### src/rtl/burst_split_pkg.sv
package burst_split_pkg;

  // ------------------------------------------------------------------
  // Bus widths and queue depth
  // ------------------------------------------------------------------
  localparam int unsigned ADDR_W   = 32;
  localparam int unsigned DATA_W   = 32;
  localparam int unsigned STRB_W   = DATA_W / 8;
  localparam int unsigned ID_W     = 4;
  localparam int unsigned LEN_W    = 8;
  localparam int unsigned SIZE_W   = 3;
  localparam int unsigned MAX_TXNS = 4;
  localparam int unsigned PTR_W    = $clog2(MAX_TXNS);

  // ------------------------------------------------------------------
  // Payload types
  // ------------------------------------------------------------------
  typedef logic [ADDR_W-1:0] addr_t;
  typedef logic [DATA_W-1:0] data_t;
  typedef logic [STRB_W-1:0] strb_t;
  typedef logic [ID_W-1:0]   id_t;
  typedef logic [LEN_W-1:0]  len_t;
  typedef logic [SIZE_W-1:0] size_t;
  // One bit wider than len so that len+1 always fits
  typedef logic [LEN_W:0]    beats_t;
  typedef logic [PTR_W-1:0]  ptr_t;

  typedef enum logic [1:0] {
    BURST_FIXED = 2'b00,
    BURST_INCR  = 2'b01,
    BURST_WRAP  = 2'b10
  } burst_e;

  typedef enum logic [1:0] {
    RESP_OKAY   = 2'b00,
    RESP_EXOKAY = 2'b01,
    RESP_SLVERR = 2'b10,
    RESP_DECERR = 2'b11
  } resp_e;

  // FSM states
  typedef enum logic {
    AX_IDLE,
    AX_BUSY
  } ax_state_e;

  typedef enum logic {
    B_PASS,
    B_HOLD
  } b_state_e;

endpackage

### src/rtl/aw_splitter.sv
`timescale 1ns/1ps

module aw_splitter (
  input  logic                    clk_i,
  input  logic                    arst_n_i,
  input  burst_split_pkg::len_t   len_limit_i,
  input  burst_split_pkg::id_t    s_aw_id_i,
  input  burst_split_pkg::addr_t  s_aw_addr_i,
  input  burst_split_pkg::len_t   s_aw_len_i,
  input  burst_split_pkg::size_t  s_aw_size_i,
  input  burst_split_pkg::burst_e s_aw_burst_i,
  input  logic                    s_aw_valid_i,
  output logic                    s_aw_ready_o,
  output burst_split_pkg::id_t    m_aw_id_o,
  output burst_split_pkg::addr_t  m_aw_addr_o,
  output burst_split_pkg::len_t   m_aw_len_o,
  output burst_split_pkg::size_t  m_aw_size_o,
  output burst_split_pkg::burst_e m_aw_burst_o,
  output logic                    m_aw_valid_o,
  input  logic                    m_aw_ready_i,
  input  logic                    alloc_ready_i,
  output logic                    alloc_req_o,
  output burst_split_pkg::len_t   alloc_len_o
);

  burst_split_pkg::ax_state_e state_d, state_q;
  burst_split_pkg::beats_t    beats_d, beats_q;
  burst_split_pkg::beats_t    max_beats;
  burst_split_pkg::addr_t     addr_d, addr_q;
  burst_split_pkg::id_t       id_q;
  burst_split_pkg::size_t     size_q;
  burst_split_pkg::burst_e    burst_q;
  logic                       load;
  logic                       last_sub;

  // Align to the beat size, then skip one full sub-burst
  function automatic burst_split_pkg::addr_t step_addr(
    input burst_split_pkg::addr_t  addr,
    input burst_split_pkg::size_t  size,
    input burst_split_pkg::beats_t step
  );
    burst_split_pkg::addr_t aligned;
    aligned = (addr >> size) << size;
    return aligned + (burst_split_pkg::addr_t'(step) << size);
  endfunction

  assign max_beats   = burst_split_pkg::beats_t'(len_limit_i) + 9'd1;
  assign last_sub    = (beats_q <= max_beats);
  assign alloc_len_o = s_aw_len_i;

  always_comb begin
    state_d      = state_q;
    beats_d      = beats_q;
    addr_d       = addr_q;
    load         = 1'b0;
    s_aw_ready_o = 1'b0;
    alloc_req_o  = 1'b0;
    m_aw_valid_o = 1'b0;
    m_aw_id_o    = s_aw_id_i;
    m_aw_addr_o  = s_aw_addr_i;
    m_aw_len_o   = s_aw_len_i;
    m_aw_size_o  = s_aw_size_i;
    m_aw_burst_o = s_aw_burst_i;
    case (state_q)
      burst_split_pkg::AX_IDLE: begin
        if (s_aw_valid_i && alloc_ready_i) begin
          m_aw_valid_o = 1'b1;
          if (s_aw_len_i <= len_limit_i) begin
            // Short enough, pass through untouched
            if (m_aw_ready_i) begin
              s_aw_ready_o = 1'b1;
              alloc_req_o  = 1'b1;
            end
          end else begin
            // Take the burst now and offer the first piece at once
            s_aw_ready_o = 1'b1;
            alloc_req_o  = 1'b1;
            load         = 1'b1;
            m_aw_len_o   = len_limit_i;
            state_d      = burst_split_pkg::AX_BUSY;
            beats_d      = burst_split_pkg::beats_t'(s_aw_len_i) + 9'd1;
            addr_d       = s_aw_addr_i;
            if (m_aw_ready_i) begin
              beats_d = beats_d - max_beats;
              if (s_aw_burst_i == burst_split_pkg::BURST_INCR) begin
                addr_d = step_addr(s_aw_addr_i, s_aw_size_i, max_beats);
              end
            end
          end
        end
      end
      burst_split_pkg::AX_BUSY: begin
        m_aw_valid_o = 1'b1;
        m_aw_id_o    = id_q;
        m_aw_addr_o  = addr_q;
        m_aw_size_o  = size_q;
        m_aw_burst_o = burst_q;
        // Last piece carries the remainder
        m_aw_len_o   = last_sub ? burst_split_pkg::len_t'(beats_q - 9'd1) : len_limit_i;
        if (m_aw_ready_i) begin
          if (last_sub) begin
            state_d = burst_split_pkg::AX_IDLE;
          end else begin
            beats_d = beats_q - max_beats;
            if (burst_q == burst_split_pkg::BURST_INCR) begin
              addr_d = step_addr(addr_q, size_q, max_beats);
            end
          end
        end
      end
      default: begin
        state_d = burst_split_pkg::AX_IDLE;
      end
    endcase
  end

  always_ff @(posedge clk_i or negedge arst_n_i) begin
    if (!arst_n_i) begin
      state_q <= burst_split_pkg::AX_IDLE;
      beats_q <= '0;
    end else begin
      state_q <= state_d;
      beats_q <= beats_d;
    end
  end

  always_ff @(posedge clk_i) begin
    addr_q <= addr_d;
    if (load) begin
      id_q    <= s_aw_id_i;
      size_q  <= s_aw_size_i;
      burst_q <= s_aw_burst_i;
    end
  end

  // ------------------------------------------------------------------
  // Checks
  // ------------------------------------------------------------------
  // WRAP bursts are not supported upstream
  assert property (@(posedge clk_i) disable iff (!arst_n_i)
    s_aw_valid_i |-> s_aw_burst_i != burst_split_pkg::BURST_WRAP)
    else $error("WRAP burst received on AW");

  assert property (@(posedge clk_i) disable iff (!arst_n_i)
    m_aw_valid_o |-> m_aw_len_o <= len_limit_i)
    else $error("Sub-burst longer than the length limit");

endmodule

### src/rtl/burst_tracker.sv
`timescale 1ns/1ps

module burst_tracker (
  input  logic                  clk_i,
  input  logic                  arst_n_i,
  input  burst_split_pkg::len_t len_limit_i,
  input  logic                  alloc_req_i,
  input  burst_split_pkg::len_t alloc_len_i,
  output logic                  alloc_ready_o,
  input  logic                  head_dec_i,
  input  logic                  head_err_set_i,
  output logic                  head_valid_o,
  output logic                  head_last_o,
  output logic                  head_err_o
);

  // Remaining beats per outstanding burst
  burst_split_pkg::beats_t cnt_q [burst_split_pkg::MAX_TXNS];

  burst_split_pkg::ptr_t          wr_ptr_q, rd_ptr_q;
  logic [burst_split_pkg::PTR_W:0] count_q;
  logic                            err_q;
  burst_split_pkg::beats_t         delta;
  logic                            push;
  logic                            pop;

  assign delta         = burst_split_pkg::beats_t'(len_limit_i) + 9'd1;
  assign alloc_ready_o = (count_q != burst_split_pkg::MAX_TXNS);
  assign head_valid_o  = (count_q != '0);
  assign head_last_o   = (cnt_q[rd_ptr_q] <= delta);
  // Current response counts as well as earlier ones
  assign head_err_o    = err_q | head_err_set_i;

  assign push = alloc_req_i & alloc_ready_o;
  assign pop  = head_dec_i & head_last_o;

  always_ff @(posedge clk_i or negedge arst_n_i) begin
    if (!arst_n_i) begin
      wr_ptr_q <= '0;
      rd_ptr_q <= '0;
      count_q  <= '0;
      err_q    <= 1'b0;
    end else begin
      if (push) begin
        wr_ptr_q <= wr_ptr_q + 1'b1;
      end
      if (pop) begin
        rd_ptr_q <= rd_ptr_q + 1'b1;
      end
      case ({push, pop})
        2'b10:   count_q <= count_q + 1'b1;
        2'b01:   count_q <= count_q - 1'b1;
        default: count_q <= count_q;
      endcase
      // Sticky flag belongs to the head only
      if (pop) begin
        err_q <= 1'b0;
      end else if (head_dec_i) begin
        err_q <= err_q | head_err_set_i;
      end
    end
  end

  // Push and decrement never hit the same entry
  always_ff @(posedge clk_i) begin
    if (push) begin
      cnt_q[wr_ptr_q] <= burst_split_pkg::beats_t'(alloc_len_i) + 9'd1;
    end
    if (head_dec_i && !head_last_o) begin
      cnt_q[rd_ptr_q] <= cnt_q[rd_ptr_q] - delta;
    end
  end

  assert property (@(posedge clk_i) disable iff (!arst_n_i)
    head_dec_i |-> head_valid_o)
    else $error("B response with no outstanding burst");

endmodule

### src/rtl/w_last_gen.sv
`timescale 1ns/1ps

module w_last_gen (
  input  logic                   clk_i,
  input  logic                   arst_n_i,
  input  burst_split_pkg::len_t  len_limit_i,
  input  burst_split_pkg::data_t s_w_data_i,
  input  burst_split_pkg::strb_t s_w_strb_i,
  input  logic                   s_w_last_i,
  input  logic                   s_w_valid_i,
  output logic                   s_w_ready_o,
  output burst_split_pkg::data_t m_w_data_o,
  output burst_split_pkg::strb_t m_w_strb_o,
  output logic                   m_w_last_o,
  output logic                   m_w_valid_o,
  input  logic                   m_w_ready_i
);

  burst_split_pkg::len_t cnt_q;
  logic                  vld_q;
  logic                  beat;
  logic                  boundary;

  assign m_w_data_o  = s_w_data_i;
  assign m_w_strb_o  = s_w_strb_i;
  assign m_w_valid_o = s_w_valid_i;
  assign s_w_ready_o = m_w_ready_i;

  assign beat = s_w_valid_i & m_w_ready_i;

  // Counter hits zero on the final beat of a sub-burst
  assign boundary = vld_q & (cnt_q == '0);

  // Limit 0 is legacy mode, every beat closes a burst
  assign m_w_last_o = (len_limit_i == '0) | s_w_last_i | boundary;

  always_ff @(posedge clk_i or negedge arst_n_i) begin
    if (!arst_n_i) begin
      cnt_q <= '0;
      vld_q <= 1'b0;
    end else if (beat && len_limit_i != '0) begin
      if (s_w_last_i) begin
        vld_q <= 1'b0;
        cnt_q <= '0;
      end else if (!vld_q) begin
        // First beat of an upstream burst
        vld_q <= 1'b1;
        cnt_q <= len_limit_i - 8'd1;
      end else if (boundary) begin
        cnt_q <= len_limit_i;
      end else begin
        cnt_q <= cnt_q - 8'd1;
      end
    end
  end

endmodule

### src/rtl/b_merger.sv
`timescale 1ns/1ps

module b_merger (
  input  logic                  clk_i,
  input  logic                  arst_n_i,
  input  burst_split_pkg::id_t  m_b_id_i,
  input  burst_split_pkg::resp_e m_b_resp_i,
  input  logic                  m_b_valid_i,
  output logic                  m_b_ready_o,
  output burst_split_pkg::id_t  s_b_id_o,
  output burst_split_pkg::resp_e s_b_resp_o,
  output logic                  s_b_valid_o,
  input  logic                  s_b_ready_i,
  input  logic                  head_valid_i,
  input  logic                  head_last_i,
  input  logic                  head_err_i,
  output logic                  head_dec_o,
  output logic                  head_err_set_o
);

  burst_split_pkg::b_state_e state_d, state_q;
  logic                      err_d, err_q;
  logic                      resp_err;

  // SLVERR and DECERR both have bit 1 set
  assign resp_err = (m_b_resp_i == burst_split_pkg::RESP_SLVERR) ||
                    (m_b_resp_i == burst_split_pkg::RESP_DECERR);

  assign s_b_id_o       = m_b_id_i;
  assign head_err_set_o = head_dec_o & resp_err;

  always_comb begin
    state_d     = state_q;
    err_d       = err_q;
    m_b_ready_o = 1'b0;
    s_b_valid_o = 1'b0;
    s_b_resp_o  = m_b_resp_i;
    head_dec_o  = 1'b0;
    case (state_q)
      burst_split_pkg::B_PASS: begin
        if (m_b_valid_i && head_valid_i) begin
          head_dec_o = 1'b1;
          if (head_last_i) begin
            s_b_valid_o = 1'b1;
            if (head_err_i) begin
              s_b_resp_o = burst_split_pkg::RESP_SLVERR;
            end
            if (s_b_ready_i) begin
              m_b_ready_o = 1'b1;
            end else begin
              // Tracker already popped, keep the merged error here
              state_d = burst_split_pkg::B_HOLD;
              err_d   = head_err_i;
            end
          end else begin
            // Intermediate response, swallow it
            m_b_ready_o = 1'b1;
          end
        end
      end
      burst_split_pkg::B_HOLD: begin
        s_b_valid_o = 1'b1;
        if (err_q) begin
          s_b_resp_o = burst_split_pkg::RESP_SLVERR;
        end
        if (m_b_valid_i && s_b_ready_i) begin
          m_b_ready_o = 1'b1;
          state_d     = burst_split_pkg::B_PASS;
        end
      end
      default: begin
        state_d = burst_split_pkg::B_PASS;
      end
    endcase
  end

  always_ff @(posedge clk_i or negedge arst_n_i) begin
    if (!arst_n_i) begin
      state_q <= burst_split_pkg::B_PASS;
      err_q   <= 1'b0;
    end else begin
      state_q <= state_d;
      err_q   <= err_d;
    end
  end

  assert property (@(posedge clk_i) disable iff (!arst_n_i)
    s_b_valid_o && !s_b_ready_i |=> s_b_valid_o && $stable(s_b_id_o) && $stable(s_b_resp_o))
    else $error("Upstream B dropped or changed before it was accepted");

endmodule

### src/rtl/burst_splitter_top.sv
`timescale 1ns/1ps

module burst_splitter_top (
  input  logic                    clk_i,
  input  logic                    arst_n_i,
  input  burst_split_pkg::len_t   len_limit_i,
  // Upstream
  input  burst_split_pkg::id_t    s_aw_id_i,
  input  burst_split_pkg::addr_t  s_aw_addr_i,
  input  burst_split_pkg::len_t   s_aw_len_i,
  input  burst_split_pkg::size_t  s_aw_size_i,
  input  burst_split_pkg::burst_e s_aw_burst_i,
  input  logic                    s_aw_valid_i,
  output logic                    s_aw_ready_o,
  input  burst_split_pkg::data_t  s_w_data_i,
  input  burst_split_pkg::strb_t  s_w_strb_i,
  input  logic                    s_w_last_i,
  input  logic                    s_w_valid_i,
  output logic                    s_w_ready_o,
  output burst_split_pkg::id_t    s_b_id_o,
  output burst_split_pkg::resp_e  s_b_resp_o,
  output logic                    s_b_valid_o,
  input  logic                    s_b_ready_i,
  // Downstream
  output burst_split_pkg::id_t    m_aw_id_o,
  output burst_split_pkg::addr_t  m_aw_addr_o,
  output burst_split_pkg::len_t   m_aw_len_o,
  output burst_split_pkg::size_t  m_aw_size_o,
  output burst_split_pkg::burst_e m_aw_burst_o,
  output logic                    m_aw_valid_o,
  input  logic                    m_aw_ready_i,
  output burst_split_pkg::data_t  m_w_data_o,
  output burst_split_pkg::strb_t  m_w_strb_o,
  output logic                    m_w_last_o,
  output logic                    m_w_valid_o,
  input  logic                    m_w_ready_i,
  input  burst_split_pkg::id_t    m_b_id_i,
  input  burst_split_pkg::resp_e  m_b_resp_i,
  input  logic                    m_b_valid_i,
  output logic                    m_b_ready_o
);

  logic                  alloc_req;
  logic                  alloc_ready;
  burst_split_pkg::len_t alloc_len;
  logic                  head_valid;
  logic                  head_last;
  logic                  head_err;
  logic                  head_dec;
  logic                  head_err_set;

  aw_splitter u_aw_splitter (
    .clk_i         (clk_i),
    .arst_n_i      (arst_n_i),
    .len_limit_i   (len_limit_i),
    .s_aw_id_i     (s_aw_id_i),
    .s_aw_addr_i   (s_aw_addr_i),
    .s_aw_len_i    (s_aw_len_i),
    .s_aw_size_i   (s_aw_size_i),
    .s_aw_burst_i  (s_aw_burst_i),
    .s_aw_valid_i  (s_aw_valid_i),
    .s_aw_ready_o  (s_aw_ready_o),
    .m_aw_id_o     (m_aw_id_o),
    .m_aw_addr_o   (m_aw_addr_o),
    .m_aw_len_o    (m_aw_len_o),
    .m_aw_size_o   (m_aw_size_o),
    .m_aw_burst_o  (m_aw_burst_o),
    .m_aw_valid_o  (m_aw_valid_o),
    .m_aw_ready_i  (m_aw_ready_i),
    .alloc_ready_i (alloc_ready),
    .alloc_req_o   (alloc_req),
    .alloc_len_o   (alloc_len)
  );

  burst_tracker u_burst_tracker (
    .clk_i          (clk_i),
    .arst_n_i       (arst_n_i),
    .len_limit_i    (len_limit_i),
    .alloc_req_i    (alloc_req),
    .alloc_len_i    (alloc_len),
    .alloc_ready_o  (alloc_ready),
    .head_dec_i     (head_dec),
    .head_err_set_i (head_err_set),
    .head_valid_o   (head_valid),
    .head_last_o    (head_last),
    .head_err_o     (head_err)
  );

  w_last_gen u_w_last_gen (
    .clk_i       (clk_i),
    .arst_n_i    (arst_n_i),
    .len_limit_i (len_limit_i),
    .s_w_data_i  (s_w_data_i),
    .s_w_strb_i  (s_w_strb_i),
    .s_w_last_i  (s_w_last_i),
    .s_w_valid_i (s_w_valid_i),
    .s_w_ready_o (s_w_ready_o),
    .m_w_data_o  (m_w_data_o),
    .m_w_strb_o  (m_w_strb_o),
    .m_w_last_o  (m_w_last_o),
    .m_w_valid_o (m_w_valid_o),
    .m_w_ready_i (m_w_ready_i)
  );

  b_merger u_b_merger (
    .clk_i          (clk_i),
    .arst_n_i       (arst_n_i),
    .m_b_id_i       (m_b_id_i),
    .m_b_resp_i     (m_b_resp_i),
    .m_b_valid_i    (m_b_valid_i),
    .m_b_ready_o    (m_b_ready_o),
    .s_b_id_o       (s_b_id_o),
    .s_b_resp_o     (s_b_resp_o),
    .s_b_valid_o    (s_b_valid_o),
    .s_b_ready_i    (s_b_ready_i),
    .head_valid_i   (head_valid),
    .head_last_i    (head_last),
    .head_err_i     (head_err),
    .head_dec_o     (head_dec),
    .head_err_set_o (head_err_set)
  );

endmodule

### config.mk
export PLATFORM = sky130hd
export DESIGN_NAME = burst_splitter_top
export DESIGN_NICKNAME = d
export VERILOG_FILES = /design/src/rtl/burst_split_pkg.sv /design/src/rtl/aw_splitter.sv /design/src/rtl/burst_tracker.sv /design/src/rtl/w_last_gen.sv /design/src/rtl/b_merger.sv /design/src/rtl/burst_splitter_top.sv
export SDC_FILE = /design/constraint.sdc
export NUM_CORES = 1
export LEC_CHECK = 0
export BUFFER_PORTS_ARGS = -buffer_cell sky130_fd_sc_hd__buf_2
export CAP_MARGIN = 20
export CORE_ASPECT_RATIO = 1.5
export CORE_MARGIN = 1
export CORE_UTILIZATION = 30
export DETAILED_ROUTE_END_ITERATION = 7
export HOLD_SLACK_MARGIN = 0.12
export SKIP_CTS_REPAIR_TIMING = 1
export SLEW_MARGIN = 20
export SYNTH_ARGS = -nofsm -noshare
export SYNTH_HDL_FRONTEND = slang
export SYNTH_SLANG_ARGS = --single-unit
### constraint.sdc
create_clock -name clk_i -period 8.8 [get_ports clk_i]
set_input_delay 0 -clock clk_i [delete_from_list [all_inputs] [get_ports clk_i]]
set_output_delay 0 -clock clk_i [all_outputs]
set_load 0.03 [all_outputs]
==> impl_metrics.env, run 1 <==
export IMPL_die_area_mm2=0.04123
export IMPL_finalSetupTns_ns=0
export IMPL_synth_nets=1563
export IMPL_cellInternalPower_mw=1.809
export IMPL_path_clk_slew_ns=0.09
export IMPL_timing_worst_slew_pin_value_ns=0.9363
export IMPL_overflow=0
export IMPL_synth_area_mm2=0.01212
export IMPL_max_cap_viol_count=0
export IMPL_first_pass_iters=7
export IMPL_finalMaxSlewViolations=0
export IMPL_finalInstanceArea_mm2=0.01374
export IMPL_setup_ws_ns=4.037
export IMPL_yosys_warnings=0
export IMPL_clock_path_buffers=2
export IMPL_net_switching_power_of_the_design_mw=1.789
export IMPL_power_sequential_fraction=0.252
export IMPL_place_gp_congestion=0.8926
export IMPL_power_frac_clock=0.121
export IMPL_power_share_switching=0.4973
export IMPL_layout_drive_gt1_share=0.1779
export IMPL_failed_checks="DRC"
export IMPL_clock_fmax_mhz=209.9
export IMPL_max_vdd_ir_drop_v=0.0001177
export IMPL_synth_main_ff_cell="edfxtp_1"
export IMPL_drt_iter0_markers=666
export IMPL_powerDensity_mw_per_mm2=261.8
export IMPL_detail_route_wirelength_um=38500
export IMPL_numClockSinks=106
export IMPL_pre_cts_slack_ns=3.711
export IMPL_worst_slew_margin_rel=0.3704
export IMPL_synthesis_to_layout_area_growth_pct=13.38
export IMPL_synth_edff_count=77
export IMPL_final_period_minus_worst_setup_slack_ns=4.763
export IMPL_dr_total_vias=10890
export IMPL_number_of_top_level_pins=206
export IMPL_syn_avg_cell_area_um2=8.790
export IMPL_p_comb_frac=0.626
export IMPL_ys_seq_area_frac=0.2506
export IMPL_clockRootBuffer="clkbuf_16"
export IMPL_power_static_leakage_nw=5.635
export IMPL_grt_setup_unrepaired="no"
export IMPL_dpl_instance_area_mm2=0.01276
export IMPL_grt_start_max_net_pins=78
export IMPL_clock_skew_final_ns=0.01189
export IMPL_crit_required_ns=8.91
export IMPL_insertedDiodeCount=0
export IMPL_post_drt_via_cell_ratio=5.536
export IMPL_fin_crit_sh=0.5413
export IMPL_worst_endpoint_arrival_ns=4.88
export IMPL_syn_instance_count=1379
export IMPL_layout_filler_cells=4034
export IMPL_global_route_usage_total=0.1846
export IMPL_grt_first_pass_wirelength_um=59220
export IMPL_clock_tree_from_tritoncts="built"
export IMPL_timing_final_hold_violations=0
export IMPL_first_global_vias=10540
export IMPL_grt_antenna_before_repair=0
export IMPL_remaining_antenna_violation_count_after_routing=0
export IMPL_outcome="complete, but fails checks"
export IMPL_start_util=0.3066
export IMPL_layout_cells_most_common="nand2_1"
export IMPL_area_sequential_mm2=0.003042
export IMPL_drc=17
export IMPL_ys_seq_elements=106
export IMPL_fp_row_count=89
export IMPL_stdcell_count=1967
export IMPL_holdWs_ns=0.1158
export IMPL_clock_insertion_delay_worst_skew_ns=0.39
export IMPL_layout_common_cells="nand2_1, buf_2, o21ai_0, nor2_1, a21oi_1"
export IMPL_async_set_or_reset_flop_fraction_in_the_synthesized_netlist=0.2736
export IMPL_worst_setup_path_end_kind="flip-flop"
export IMPL_wire_per_inst_um=19.57
export IMPL_cts_htree_levels=3
export IMPL_core_region_area_mm2=0.03953
export IMPL_die_h_um=248.2
export IMPL_min_delay_path_class="primary input to flip-flop"
export IMPL_multi_input_comb_area_mm2=0.008105
export IMPL_dpl_cell_count=1882
export IMPL_total_clock_buffers_created_by_cts=9
export IMPL_die_width_um=166.1
export IMPL_largest_driver_fanout_on_the_critical_path=12
export IMPL_worstSetupPathType="primary input to flip-flop"
export IMPL_post_dp_hpwl_um=28800
export IMPL_timing_critical_path_from_type="primary input"
export IMPL_final_setup_viol_count=0
export IMPL_portBuffers=125
export IMPL_net_total_in_the_final_layout=1646
export IMPL_synth_distinct_cells=85
[final cells by class]
cell class	instances	share of cell area
repair buffers	204	0.1012
well taps	500	0.04552
multi-input cells	1064	0.5898
flip-flops and latches	106	0.2213
inverters	77	0.02103
clock buffers	9	0.01639
clock inverters	7	0.004734
[cell families (layout without fill, tap and decap cells)]
logic type                 count (synthesis)  in the layout  synth area share
and+or+nand+nor                          373            373            0.1495
xor gates and xnor gates                 105            105           0.07803
muxes                                    159            159            0.1641
buffers and inverters                    209            297           0.08268
DFF                                      106            106            0.2506
adders and majority gates                 82             82           0.08732
AOI/OAI and AO/OA                        345            345            0.1878
[routing by layer]
layer  part of all wire  routed length, um  up-vias  GRT usage
li1                   -                  -     5160          -
met2               0.51              19470      408     0.3364
met4              0.034               1301        0    0.08246
met1               0.40              15540     5253     0.2112
met5                  0                  0        -          0
met3              0.057               2179       69    0.03162
[state kept, by name (all words and copies together) (netlist names), 3 cells and up]
| signal | flops |
|---|---|
| u_burst_tracker.cnt_q | 36 |
| u_aw_splitter.addr_q | 32 |
| u_aw_splitter.beats_q | 9 |
| u_w_last_gen.cnt_q | 8 |
| u_aw_splitter.id_q | 4 |
| u_aw_splitter.size_q | 3 |
| u_burst_tracker.count_q | 3 |
[cells in the mapped netlist (all sizes together) (9+ instances only)]
master,n,area [um^2]
clkbuf,61,229.0
a21oi,84,420.4
and3,21,151.4
nand4,11,68.82
edfxtp,77,2312
or3,12,75.07
a21o,30,225.2
o21a,18,135.1
and2,9,56.30
o221ai,15,137.6
dfrtp,29,725.7
a211oi,15,117.6
nand2,127,476.7
o22ai,9,68.81
nand3,37,195.2
xor2,31,271.5
mux4,22,518.0
buf,71,484.2
nor3,23,131.4
o21ai,87,435.4
mux2,56,660.6
nor2,87,326.6
ha,70,875.8
xnor2,74,674.4
inv,76,285.3
mux2i,81,810.8
nand2b,13,81.33
a31oi,13,81.33
[stage by stage]
| stage | power, mW | utilization |
|---|---|---|
| 6_report | 3.598 | 0.3477 |
| 3_3_place_gp | 3.064 | 0.3226 |
| 3_5_place_dp | 3.096 | 0.3228 |
| 4_1_cts | 3.538 | 0.3302 |
| 2_1_floorplan | 2.560 | - |
| 5_1_grt | 3.833 | 0.3477 |
[critical path, cell delays in order]
cell and delay (ns):
buf_2 0.27, ha_1 0.26, nand3_2 0.20, nor3_1 0.64, inv_1 0.23, o21ai_0 0.34
nor2_1 0.10, a211oi_1 0.24, a21o_1 0.13, ha_1 0.30, a21o_1 0.20, a21o_1 0.18
a2111oi_0 0.35, a21bo_2 0.29, a221oi_2 0.72, nor4b_1 0.16, xnor2_1 0.17, mux2i_1 0.09
[worst paths after layout]
kind | slack (ns) | startpoint | cells past startpoint | to
max reg2reg | 4.05 | u_aw_splitter.size_q[0]$_DFFE_PP_ | 15 | u_aw_splitter.addr_q[30]$_DFFE_PP_
min in group asynchronous | 0.21 | arst_n_i | 2 | u_aw_splitter.beats_q[7]$_DFFE_PN0P_
max in group asynchronous | 8.05 | arst_n_i | 2 | u_aw_splitter.state_q$_DFF_PN0_
min | 0.12 | len_limit_i[7] | 4 | u_w_last_gen.cnt_q[7]$_DFFE_PN0P_
max | 4.04 | len_limit_i[0] | 18 | u_aw_splitter.addr_q[27]$_DFFE_PP_
min reg2reg | 0.50 | u_w_last_gen.cnt_q[7]$_DFFE_PN0P_ | 1 | u_w_last_gen.cnt_q[7]$_DFFE_PN0P_
[power groups by stage]
| stage | logic [mW] | clock network [mW] | registers [mW] |
|---|---|---|---|
| 2_1_floorplan | 1.76 | 0 | 0.804 |
| 3_3_place_gp | 2.15 | 0 | 0.910 |
| 3_5_place_dp | 2.18 | 0 | 0.914 |
| 4_1_cts | 2.19 | 0.442 | 0.904 |
| 5_1_grt | 2.44 | 0.463 | 0.926 |
| 6_report | 2.25 | 0.437 | 0.908 |
Note: power is estimated with default switching activity, not from simulation.
==> run 2: changes to the inputs <==
Clock period 8.8 ns to 3.85 ns, I/O delays scaled along.
==> impl_metrics.env, run 2 (synthesis gave the netlist of run 1 again) <==
export IMPL_first_global_vias=10870
export IMPL_layout_cells_most_common="buf_4"
export IMPL_clock_skew_final_ns=0.01693
export IMPL_die_area_mm2=0.04123
export IMPL_stdcell_count=2098
export IMPL_start_util=0.3066
export IMPL_worst_endpoint_arrival_ns=4.15
export IMPL_place_gp_congestion=0.9382
export IMPL_number_of_top_level_pins=206
export IMPL_net_total_in_the_final_layout=1777
export IMPL_numClockSinks=106
export IMPL_crit_path_cell_trace="mux4_2 > ha_4 > nor2b_4 > o31a_1 > o22ai_2 > a31oi_2 > o31a_1 > o31a_4 > nor3_4 > ha_2 > inv_2 > fa_2 > xor2_1 > nor2_1 > xnor2_1"
export IMPL_outcome="complete, but fails checks"
export IMPL_core_region_area_mm2=0.03953
export IMPL_post_dp_hpwl_um=30620
export IMPL_drc=15
export IMPL_max_cap_viol_count=0
export IMPL_dpl_cell_count=1995
export IMPL_final_setup_viol_count=0
export IMPL_portBuffers=125
export IMPL_max_vdd_ir_drop_v=0.0003253
export IMPL_fin_crit_sh=0.9994
export IMPL_layout_common_cells="buf_4, buf_2, nand2_1, nor2_1, o21ai_0"
export IMPL_die_width_um=166.1
export IMPL_largest_driver_fanout_on_the_critical_path=4
export IMPL_timing_critical_path_from_type="flip-flop"
export IMPL_setup_ws_ns=0.002272
export IMPL_overflow=0
export IMPL_critical_path_most_common_cell="o31a_1"
export IMPL_synthesis_to_layout_area_growth_pct=24.21
export IMPL_finalSetupTns_ns=0
export IMPL_grt_setup_unrepaired="yes"
export IMPL_detail_route_wirelength_um=40390
export IMPL_finalMaxSlewViolations=0
export IMPL_layout_drive_gt1_share=0.2778
export IMPL_remaining_antenna_violation_count_after_routing=0
export IMPL_final_period_minus_worst_setup_slack_ns=3.848
export IMPL_cp_slowest_cell="mux4_2"
export IMPL_clock_path_buffers=2
export IMPL_fp_row_count=89
export IMPL_min_delay_path_class="primary input to flip-flop"
export IMPL_power_static_leakage_nw=6.277
export IMPL_timing_worst_slew_pin_value_ns=0.8526
export IMPL_dr_total_vias=11400
export IMPL_post_drt_via_cell_ratio=5.434
export IMPL_grt_antenna_before_repair=1
export IMPL_failed_checks="DRC"
export IMPL_crit_required_ns=4.16
export IMPL_worstSetupPathType="flip-flop to flip-flop"
export IMPL_first_pass_iters=8
export IMPL_wire_per_inst_um=19.25
export IMPL_grt_first_pass_wirelength_um=60150
export IMPL_drt_iter0_markers=876
export IMPL_grt_start_max_net_pins=59
export IMPL_clock_tree_from_tritoncts="built"
export IMPL_timing_final_hold_violations=0
export IMPL_global_route_usage_total=0.1888
export IMPL_cts_htree_levels=3
export IMPL_powerDensity_mw_per_mm2=584.2
export IMPL_layout_core_utilization=0.3809
export IMPL_clock_fmax_mhz=259.9
export IMPL_crit_path_max_incr_delay_ns=0.56
export IMPL_layout_filler_cells=3957
export IMPL_clock_insertion_delay_worst_skew_ns=0.39
export IMPL_largest_register="u_burst_tracker.cnt_q"
export IMPL_reg_largest_list="u_burst_tracker.cnt_q x36, u_aw_splitter.addr_q x32, u_aw_splitter.beats_q x9"
export IMPL_largest_reg_flops=36
export IMPL_worst_slew_margin_rel=0.4275
export IMPL_die_h_um=248.2
export IMPL_pre_cts_slack_ns=-0.07371
export IMPL_clockRootBuffer="clkbuf_16"
export IMPL_total_clock_buffers_created_by_cts=9
export IMPL_insertedDiodeCount=0
export IMPL_worst_setup_path_end_kind="flip-flop"
export IMPL_path_clk_slew_ns=0.09
[run 2: changes by cell type in the layout (fill, tap and decap cells not counted), sizes merged]
cell,previous run,this run
buf,135,262
clkbuf,9,10
clkinv,2,4
dlygate4sd3,69,72
inv,82,80
[run 2: path summary, 6_finish.rpt]
path	from	end	slack (ns)	cells after the start
setup / recovery	u_burst_tracker.rd_ptr_q[0]$_DFFE_PN0P_	u_burst_tracker.count_q[2]$_DFFE_PN0P_	0.002	15
setup reg to reg	u_burst_tracker.rd_ptr_q[0]$_DFFE_PN0P_	u_burst_tracker.count_q[2]$_DFFE_PN0P_	0.002	15
hold reg to reg	u_w_last_gen.cnt_q[7]$_DFFE_PN0P_	u_w_last_gen.cnt_q[7]$_DFFE_PN0P_	0.50	1
max in group asynchronous	arst_n_i	u_aw_splitter.state_q$_DFF_PN0_	3.06	2
hold / removal	s_aw_addr_i[0]	u_aw_splitter.addr_q[0]$_DFFE_PP_	0.08	3
min in group asynchronous	arst_n_i	u_w_last_gen.cnt_q[6]$_DFFE_PN0P_	0.23	2
[run 2: layout make-up]
cell class / instances / area [um^2] / area share
clock buffer: 9 / 225.2 / 0.01496
clock inverter: 7 / 91.34 / 0.006067
inverter: 77 / 291.5 / 0.01936
multi-input combinational: 1064 / 8325 / 0.5530
sequential: 106 / 3043 / 0.2021
tap: 500 / 625.6 / 0.04155
timing repair buffer: 335 / 2454 / 0.1630
[run 2: per-layer routing]
metal	GRT usage	vias to the layer above	routed length, um
li1	-	5413	-
met3	0.03130	96	2119
met5	0	-	8
met1	0.2116	5460	16090
met2	0.3389	429	20200
met4	0.1089	2	1969
[run 2: critical path, delay by kind of cell, from the launching register on]
kind	cells	cell delay, ns
adders and majority gates	3	0.77
AOI/OAI and AO/OA	5	1.31
DFF	1	0.44
muxes	1	0.56
buffers and inverters	1	0.04
and+or+nand+nor	3	0.38
xor gates and xnor gates	2	0.28
[run 2: per-stage QoR]
step / instance area, um^2 / total power, mW / hold WS, ns
detailed placement: 13670 / 7.413 / 0.0002048
global route: 15060 / 9.364 / 0.1221
global placement: 13670 / 7.339 / 0.0002048
finish: 15060 / 8.796 / 0.08481
CTS: 13990 / 8.478 / -0.2984
floorplan: 12150 / 5.862 / -0.2956
[run 2: report_power, final]
group | internal, mW | switching [mW] | total [mW]
Combinational | 2.40 | 3.28 | 5.68
Clock | 0.474 | 0.560 | 1.03
Sequential | 1.67 | 0.409 | 2.08
Total | 4.54 | 4.25 | 8.80
